## config.mk

```make
export PLATFORM = sky130hd
export DESIGN_NAME = exe_stage_top
export DESIGN_NICKNAME = d
export VERILOG_FILES = /design/src/hdl/exe_isa_pkg.sv /design/src/hdl/exe_uop_pkg.sv /design/src/hdl/exe_flags_if.sv /design/src/hdl/exe_alu.sv /design/src/hdl/exe_eflags.sv /design/src/hdl/exe_branch_resolve.sv /design/src/hdl/exe_credit_out.sv /design/src/hdl/exe_stage_top.sv
export SDC_FILE = /design/constraint.sdc
export NUM_CORES = 1
export LEC_CHECK = 0
export BUFFER_PORTS_ARGS = -buffer_cell sky130_fd_sc_hd__buf_2
export CORE_MARGIN = 4
export CORE_UTILIZATION = 53
export DETAILED_ROUTE_END_ITERATION = 10
export HOLD_SLACK_MARGIN = 0.08
export PLACE_DENSITY = 0.79
export REMOVE_ABC_BUFFERS = 1
export SYNTH_ARGS = -nofsm -noshare
export SYNTH_HDL_FRONTEND = slang
export SYNTH_HIERARCHICAL = 1
export SYNTH_SLANG_ARGS = --single-unit
```

## constraint.sdc

```tcl
create_clock -name clk -period 4.6 [get_ports clk]
set_clock_uncertainty 0.2 [all_clocks]
set_input_delay 0.69 -clock clk [delete_from_list [all_inputs] [get_ports clk]]
set_output_delay 0.69 -clock clk [all_outputs]
set_load 0.02 [all_outputs]
```

## src/hdl/exe_isa_pkg.sv

```systemverilog
`default_nettype none

package exe_isa_pkg;

    // modeled subset only, no far or packed forms
    typedef enum logic [3:0] {
        OP_ADD   = 4'd0,
        OP_AND   = 4'd1,
        OP_OR    = 4'd2,
        OP_NOT   = 4'd3,
        OP_SAL   = 4'd4,
        OP_SAR   = 4'd5,
        OP_MOV   = 4'd6,
        OP_XCHG  = 4'd7,
        OP_CMOVC = 4'd8,
        OP_JMP   = 4'd9,   // near, absolute target in op1
        OP_JCC   = 4'd10,
        OP_CLD   = 4'd11,
        OP_STD   = 4'd12,
        OP_NOP   = 4'd13
    } exe_op_e;

    typedef enum logic [1:0] {
        COND_C  = 2'd0,    // jump on CF
        COND_Z  = 2'd1,    // jump on ZF
        COND_NC = 2'd2,
        COND_NZ = 2'd3
    } exe_cond_e;

    typedef logic [11:0] eflags_t;  // low 12 bits of x86 EFLAGS

    localparam int FLAG_CF = 0;
    localparam int FLAG_PF = 2;
    localparam int FLAG_AF = 4;
    localparam int FLAG_ZF = 6;
    localparam int FLAG_SF = 7;
    localparam int FLAG_DF = 10;
    localparam int FLAG_OF = 11;

    // status flags written by arithmetic, logic and shift ops
    localparam eflags_t FLAGS_ARITH = 12'b1000_1101_0101;

endpackage

`default_nettype wire

```

## src/hdl/exe_uop_pkg.sv

```systemverilog
`default_nettype none

package exe_uop_pkg;

    // one decoded micro-op as seen by execute
    typedef struct packed {
        exe_isa_pkg::exe_op_e   op;
        logic [31:0]            op1;
        logic [31:0]            op2;
        logic [31:0]            eip;          // address of this instruction
        exe_isa_pkg::exe_cond_e cond;         // only meaningful for JCC
        logic [31:0]            pred_target;  // from fetch predictor
        logic                   pred_taken;
    } exe_uop_t;

    // registered result toward writeback
    typedef struct packed {
        logic [31:0] res1;
        logic [31:0] res2;
        logic        res1_wb;
        logic        res2_wb;
        logic        br_valid;
        logic        br_taken;
        logic        br_correct;   // prediction matched
        logic [31:0] br_target;
    } exe_result_t;

    // writeback buffer slots
    localparam int CREDIT_DEPTH = 4;

    // counter must hold 0..CREDIT_DEPTH
    localparam int CREDIT_W = 3;

endpackage

`default_nettype wire

```

## src/hdl/exe_flags_if.sv

```systemverilog
`default_nettype none

interface exe_flags_if;
    import exe_isa_pkg::*;

    eflags_t new_flags;    // alu proposal
    logic    shift_zero;   // shift count was zero, flags untouched
    eflags_t cur_flags;    // architectural state
    logic    commit;       // uop accepted and not skipped

    modport alu (output new_flags, output shift_zero, input cur_flags);

    modport regs (input new_flags, input shift_zero, input commit, output cur_flags);

    modport reader (input cur_flags);

    // output stage owns the commit strobe
    modport commit_drv (output commit);

endinterface

`default_nettype wire

```

## src/hdl/exe_alu.sv

```systemverilog
`default_nettype none

module exe_alu (
    input  exe_uop_pkg::exe_uop_t uop,
    exe_flags_if.alu              flags,
    output logic [31:0]           res1,
    output logic [31:0]           res2,
    output logic                  res1_wb,
    output logic                  res2_wb
);
    import exe_isa_pkg::*;

    logic [32:0] sum;       // bit 32 is carry out
    logic [32:0] sal_w;     // bit 32 holds last bit out on the left
    logic [32:0] sar_w;     // bit 0 holds last bit out on the right
    logic [4:0]  cnt;
    logic        is_shift;
    logic        logic_flags;  // result based ZF/SF/PF apply

    assign cnt      = uop.op2[4:0];    // x86 masks count to 5 bits
    assign sum      = {1'b0, uop.op1} + {1'b0, uop.op2};
    assign sal_w    = {1'b0, uop.op1} << cnt;
    assign sar_w    = $signed({uop.op1, 1'b0}) >>> cnt;   // sign fill
    assign is_shift = (uop.op == OP_SAL) || (uop.op == OP_SAR);

    assign flags.shift_zero = is_shift && (cnt == 5'd0);

    always_comb begin
        res1            = '0;
        res2            = '0;
        res1_wb         = 1'b0;
        res2_wb         = 1'b0;
        logic_flags     = 1'b0;
        flags.new_flags = flags.cur_flags;  // ops without flags echo state
        case (uop.op)
            OP_ADD: begin
                res1    = sum[31:0];
                res1_wb = 1'b1;
                logic_flags = 1'b1;
                flags.new_flags[FLAG_CF] = sum[32];
                flags.new_flags[FLAG_AF] = uop.op1[4] ^ uop.op2[4] ^ sum[4];  // carry into bit 4
                // same sign in, other sign out
                flags.new_flags[FLAG_OF] = (uop.op1[31] == uop.op2[31]) && (sum[31] != uop.op1[31]);
            end
            OP_AND, OP_OR: begin
                res1    = (uop.op == OP_AND) ? (uop.op1 & uop.op2) : (uop.op1 | uop.op2);
                res1_wb = 1'b1;
                logic_flags = 1'b1;
                flags.new_flags[FLAG_CF] = 1'b0;
                flags.new_flags[FLAG_AF] = 1'b0;
                flags.new_flags[FLAG_OF] = 1'b0;
            end
            OP_NOT: begin
                res1    = ~uop.op1;
                res1_wb = 1'b1;
            end
            OP_SAL, OP_SAR: begin
                res1    = (uop.op == OP_SAL) ? sal_w[31:0] : sar_w[32:1];
                res1_wb = 1'b1;
                logic_flags = 1'b1;
                flags.new_flags[FLAG_CF] = (uop.op == OP_SAL) ? sal_w[32] : sar_w[0];
                flags.new_flags[FLAG_AF] = 1'b0;
                flags.new_flags[FLAG_OF] = 1'b0;   // simplified, not x86 count-1 rule
            end
            OP_MOV, OP_CMOVC: begin
                res1    = uop.op2;   // cmovc skip decided in branch block
                res1_wb = 1'b1;
            end
            OP_XCHG: begin
                res1    = uop.op2;
                res2    = uop.op1;
                res1_wb = 1'b1;
                res2_wb = 1'b1;
            end
            default: ;   // jumps, cld, std, nop write no register
        endcase
        if (logic_flags) begin
            flags.new_flags[FLAG_ZF] = (res1 == 32'd0);
            flags.new_flags[FLAG_SF] = res1[31];
            flags.new_flags[FLAG_PF] = ~^res1[7:0];  // even parity of low byte
        end
    end

endmodule

`default_nettype wire

```

## src/hdl/exe_eflags.sv

```systemverilog
`default_nettype none

module exe_eflags (
    input logic                 clk,
    input logic                 reset,
    input exe_isa_pkg::exe_op_e op,
    exe_flags_if.regs           flags
);
    import exe_isa_pkg::*;

    eflags_t flags_q;
    eflags_t upd_mask;   // which bits this op may write
    eflags_t upd_val;

    // mask from opcode, cld/std patch DF directly
    always_comb begin
        upd_mask = '0;
        upd_val  = flags.new_flags;
        case (op)
            OP_ADD, OP_AND, OP_OR: upd_mask = FLAGS_ARITH;
            OP_SAL, OP_SAR:        upd_mask = flags.shift_zero ? '0 : FLAGS_ARITH;  // count 0 keeps all
            OP_CLD: begin
                upd_mask[FLAG_DF] = 1'b1;
                upd_val[FLAG_DF]  = 1'b0;
            end
            OP_STD: begin
                upd_mask[FLAG_DF] = 1'b1;
                upd_val[FLAG_DF]  = 1'b1;
            end
            default: ;
        endcase
    end

    always_ff @(posedge clk) begin
        if (reset) begin
            flags_q <= '0;
        end else if (flags.commit) begin
            flags_q <= (flags_q & ~upd_mask) | (upd_val & upd_mask);  // same edge as accept
        end
    end

    assign flags.cur_flags = flags_q;

endmodule

`default_nettype wire

```

## src/hdl/exe_branch_resolve.sv

```systemverilog
`default_nettype none

module exe_branch_resolve (
    input  exe_uop_pkg::exe_uop_t uop,
    exe_flags_if.reader           flags,
    output logic                  skip,
    output logic                  br_valid,
    output logic                  br_taken,
    output logic                  br_correct,
    output logic [31:0]           br_target
);
    import exe_isa_pkg::*;

    logic cond_hit;
    logic is_jmp;
    logic is_jcc;

    assign is_jmp = (uop.op == OP_JMP);
    assign is_jcc = (uop.op == OP_JCC);

    // condition evaluated on committed flags of the previous uop
    always_comb begin
        case (uop.cond)
            COND_C:  cond_hit = flags.cur_flags[FLAG_CF];
            COND_Z:  cond_hit = flags.cur_flags[FLAG_ZF];
            COND_NC: cond_hit = !flags.cur_flags[FLAG_CF];
            COND_NZ: cond_hit = !flags.cur_flags[FLAG_ZF];
            default: cond_hit = 1'b0;
        endcase
    end

    // cmovc drops its write when carry clear
    assign skip = (uop.op == OP_CMOVC) && !flags.cur_flags[FLAG_CF];

    assign br_valid  = is_jmp || is_jcc;
    assign br_taken  = is_jmp || (is_jcc && cond_hit);
    assign br_target = uop.op1;     // near target already absolute

    // not taken only needs the direction to agree
    assign br_correct = br_valid && (br_taken == uop.pred_taken) &&
                        (!br_taken || (uop.op1 == uop.pred_target));

endmodule

`default_nettype wire

```

## src/hdl/exe_credit_out.sv

```systemverilog
`default_nettype none

module exe_credit_out (
    input  logic                     clk,
    input  logic                     reset,
    input  logic                     in_valid,
    output logic                     in_ready,
    input  logic                     skip,
    input  exe_uop_pkg::exe_result_t next_res,
    input  logic                     credit_return,
    output logic                     out_valid,
    output exe_uop_pkg::exe_result_t out_res,
    exe_flags_if.commit_drv          flags
);
    import exe_uop_pkg::*;

    logic [CREDIT_W-1:0] credit_cnt;   // free writeback slots
    logic                accept;
    logic                send;         // accepted and produces a result

    assign in_ready    = (credit_cnt != '0);   // counter only
    assign accept      = in_valid && in_ready;
    assign send        = accept && !skip;
    assign flags.commit = send;   // skipped cmovc leaves flags alone

    always_ff @(posedge clk) begin
        if (reset) begin
            credit_cnt <= CREDIT_W'(CREDIT_DEPTH);
        end else if (send && !credit_return) begin
            credit_cnt <= credit_cnt - 1'b1;
        end else if (credit_return && !send && (credit_cnt != CREDIT_W'(CREDIT_DEPTH))) begin
            credit_cnt <= credit_cnt + 1'b1;   // clamp at depth
        end
        // send and return together cancel out
    end

    // one cycle latency, pulse per delivered result
    always_ff @(posedge clk) begin
        if (reset) begin
            out_valid <= 1'b0;
            out_res   <= '0;   // clears write enables and br_valid
        end else begin
            out_valid <= send;
            if (send) begin
                out_res <= next_res;
            end
        end
    end

endmodule

`default_nettype wire

```

## src/hdl/exe_stage_top.sv

```systemverilog
`default_nettype none

module exe_stage_top (
    input  logic                   clk,
    input  logic                   reset,
    input  logic                   in_valid,
    output logic                   in_ready,
    input  exe_isa_pkg::exe_op_e   in_op,
    input  logic [31:0]            in_op1,
    input  logic [31:0]            in_op2,
    input  logic [31:0]            in_eip,
    input  exe_isa_pkg::exe_cond_e in_cond,
    input  logic [31:0]            in_pred_target,
    input  logic                   in_pred_taken,
    input  logic                   credit_return,
    output logic                   out_valid,
    output logic [31:0]            out_res1,
    output logic [31:0]            out_res2,
    output logic                   out_res1_wb,
    output logic                   out_res2_wb,
    output exe_isa_pkg::eflags_t   out_flags,
    output logic                   br_valid,
    output logic                   br_taken,
    output logic                   br_correct,
    output logic [31:0]            br_target
);
    import exe_isa_pkg::*;
    import exe_uop_pkg::*;

    exe_uop_t    uop;
    exe_result_t next_res;
    exe_result_t out_res;
    logic [31:0] alu_res1, alu_res2;
    logic        alu_res1_wb, alu_res2_wb;
    logic        skip;
    logic        bv, bt, bc;    // combinational branch outcome
    logic [31:0] btgt;

    exe_flags_if flags_bus ();

    assign uop = '{op: in_op, op1: in_op1, op2: in_op2, eip: in_eip, cond: in_cond,
                   pred_target: in_pred_target, pred_taken: in_pred_taken};

    exe_alu u_alu (.uop(uop), .flags(flags_bus), .res1(alu_res1), .res2(alu_res2),
                   .res1_wb(alu_res1_wb), .res2_wb(alu_res2_wb));

    exe_eflags u_eflags (.clk(clk), .reset(reset), .op(uop.op), .flags(flags_bus));

    exe_branch_resolve u_branch (.uop(uop), .flags(flags_bus), .skip(skip), .br_valid(bv),
                                 .br_taken(bt), .br_correct(bc), .br_target(btgt));

    assign next_res = '{res1: alu_res1, res2: alu_res2, res1_wb: alu_res1_wb,
                        res2_wb: alu_res2_wb, br_valid: bv, br_taken: bt,
                        br_correct: bc, br_target: btgt};

    exe_credit_out u_out (.clk(clk), .reset(reset), .in_valid(in_valid), .in_ready(in_ready),
                          .skip(skip), .next_res(next_res), .credit_return(credit_return),
                          .out_valid(out_valid), .out_res(out_res), .flags(flags_bus));

    assign out_res1    = out_res.res1;
    assign out_res2    = out_res.res2;
    assign out_res1_wb = out_res.res1_wb;
    assign out_res2_wb = out_res.res2_wb;
    assign br_valid    = out_res.br_valid;
    assign br_taken    = out_res.br_taken;
    assign br_correct  = out_res.br_correct;
    assign br_target   = out_res.br_target;
    assign out_flags   = flags_bus.cur_flags;   // already updated with the result

endmodule

`default_nettype wire

```

==> summary.md <==
| Metric | Value |
|---|---|
| Post-Syn Area | 14200 µm² |
| Final slew viol count | 0 |
| Top-Level Pins | 254 |
| Placed cells | 2774 |
| Final core utilization | 70.7% |
| Run status | finished, violations left |
| Slowest-stage cell, CP | o31ai_1 |
| Final net count | 2660 |
| Pwr per Cell Area | 226 nW/µm² |
| Number of nets still failing antenna checks after routing | 0 |
| Horiz. Die Dim | 172 µm |
| Clk buf depth | 2 |
| CTS tree | built |
| Crit path arrival time | 4770 ps |
| Hold Violations, Final | 0 |
| Crit-path max cell delay | 500 ps |
| Tmin final | 4640 ps |
| CTS Buf Count | 9 |
| CORE AREA | 26200 µm² |
| DRT Wirelength | 70.4 mm |
| Total grt overflow | 0 |
| Worst vdd ir | 185 µV |
| Finished Cell Area | 18500 µm² |
| Placed cell areas | 18200 µm² |
| GRT Total Usage | 46.1% |
| Initial antenna violation count | 2 |
| Crit Path Max Fanout | 14 |
| Switching Power | 1.79 mW |
| Clock network power share | 22.4% |
| Worst skew pair latency | 380 ps |
| Maxcap violations | 0 |
| Endpoints failing setup | 1 |
| DR WL/cell | 25.2 µm |
| Comb power frac | 52.0% |
| Net Sw Frac | 42.6% |
| Sequential share of power | 25.6% |
| CTS sink count | 112 |
| Cell Count, Final, Fillers Out | 2791 |
| Fraction of layout cells with a size suffix above 1 | 32.3% |
| Hold/Removal Path Class | register to register |
| Root Driver | clkbuf_16 |
| Worst Path Buf+Inv | 5 |
| Initial DRC Count | 2920 |
| Slew HR | 30.4% |
| Crit path max-delay family | simple AND/OR/NAND/NOR gates |
| Vias in the first global route | 17354 |
| First-pass GRT wire length | 104 mm |
| Pin count of the biggest net entering global routing | 103 |
| Worst-Margin Slew | 1020 ps |
| P&R area growth vs syn | 30.4% |
| Worst-path clk slew | 80 ps |
| Row count | 59 |
| Die area | 29500 µm² |
| Via count | 18524 |
| Failing checks | negative setup slack |
| DRC errors left | 0 |
| Internal power | 2.41 mW |
| Crit path kind | primary input to register |
| CP Launch Type | primary input |
| Multi-input logic area | 10600 µm² |
| Initial Utilization | 54.2% |
| 1st-pass router iterations | 7 |
| Gate Count Post-Synth | 1997 |
| Required @ worst endpoint | 4720 ps |
| Count of input and output buffers | 216 |
| Post-synthesis average cell area | 7.12 µm² |
| Commonest cells after routing, fill and taps aside | buf_4 (427), nand2_1 (356), buf_2 (212) |
| Fmax | 0.215 GHz |
| Register area | 2240 µm² |
| CP cell instances | buf_4, buf_4, buf_4, buf_4, o31ai_1, a2111oi_0, nor4b_2, buf_4, o31ai_1, or3_1, or3_1, nor4_2, nand4_1, o21ai_1, o2111ai_1, nand3_1 |
| Most common cell after layout, fill and taps aside | buf_4 |
| DP Wirelength | 55.6 mm |
| Fill count | 2221 |
| Global placement routability congestion | 1.13 |
| Final worst path period share | 101% |
| H-Tree Depth | 3 |
| Vias per cell | 6.64 |
| Die Ht | 172 µm |
| CP Capture Type | register |
| Final worst slack | -43.5 ps |
| Cts hold-fix bufs | 0 |
| Most frequent CP cell | buf_4 |
| Min Hold Slack | 253 ps |
| YS warnings | 6 |
| Pleak | 8.51 nW |
==> worst min-delay path, stage by stage (launching register included) <==
cell	delay, ps
dfxtp_1	310
nand2_1	50
a21oi_1	50
==> power by group through the flow <==
| stage | clock [mW] | combinational, mW | sequential, mW |
|---|---|---|---|
| after detailed placement | 0 | 2.08 | 1.09 |
| after floorplan | 0 | 0.909 | 1.16 |
| final | 0.940 | 2.18 | 1.07 |
| after global routing | 0.977 | 2.29 | 1.08 |
| after global placement | 0 | 2.04 | 1.09 |
| after CTS | 0.946 | 2.09 | 1.07 |
==> worst paths after layout <==
| kind | depth (start not counted) | endpoint | slack (ps) | start |
|---|---|---|---|---|
| worst max-delay path | 16 | register | -40 | in_op2[1] |
| worst min register to register | 2 | u_out/out_res[17] | 250 | u_out/out_res[17] |
| worst min-delay path | 2 | u_out/out_res[17] | 250 | u_out/out_res[17] |
| worst max register to register | 10 | u_out/credit_cnt[2] | 1880 | register |
==> routing by layer <==
layer  vias up  wire (µm)  GRT usage (%)
li1       8044          -              -
met1      8602      26000           58.6
met2      1519      30000           70.5
met3       357       9270           12.4
met4         2       5130           26.3
met5         -         51           1.34
==> state kept, by name, summed over array words and instances (netlist names), named ones only <==
signal	cells
u_out/out_res	101
u_out/out_valid	1
u_out/credit_cnt	3
==> cell type report <==
cell class / instances / share of cell area [%]
tap: 335 / 2.26
antenna: 1 / 0.0135
timing repair buffer: 657 / 25.0
clock inverter: 6 / 0.527
multi-input combinational: 1585 / 57.2
clock buffer: 10 / 1.24
sequential: 112 / 12.1
inverter: 85 / 1.73
==> through the flow <==
stage / setup slack (ps) / TNS, ps / total power, mW
after floorplan: 398 / 0 / 2.07
after global placement: -219 / -585 / 3.13
after detailed placement: -298 / -833 / 3.17
after CTS: 76.4 / 0 / 4.10
after global routing: -16.7 / -29.0 / 4.34
final: -43.5 / -43.5 / 4.19
==> repair_timing <==
| item | in CTS | in global routing |
|---|---|---|
| setup endpoints to repair | 0 | 3 |
| setup buffers | 0 | 0 |
| gates resized for setup | 0 | 9 |
| endpoints found under the hold margin | 0 | 0 |
Note: power is estimated with default switching activity, not from simulation.
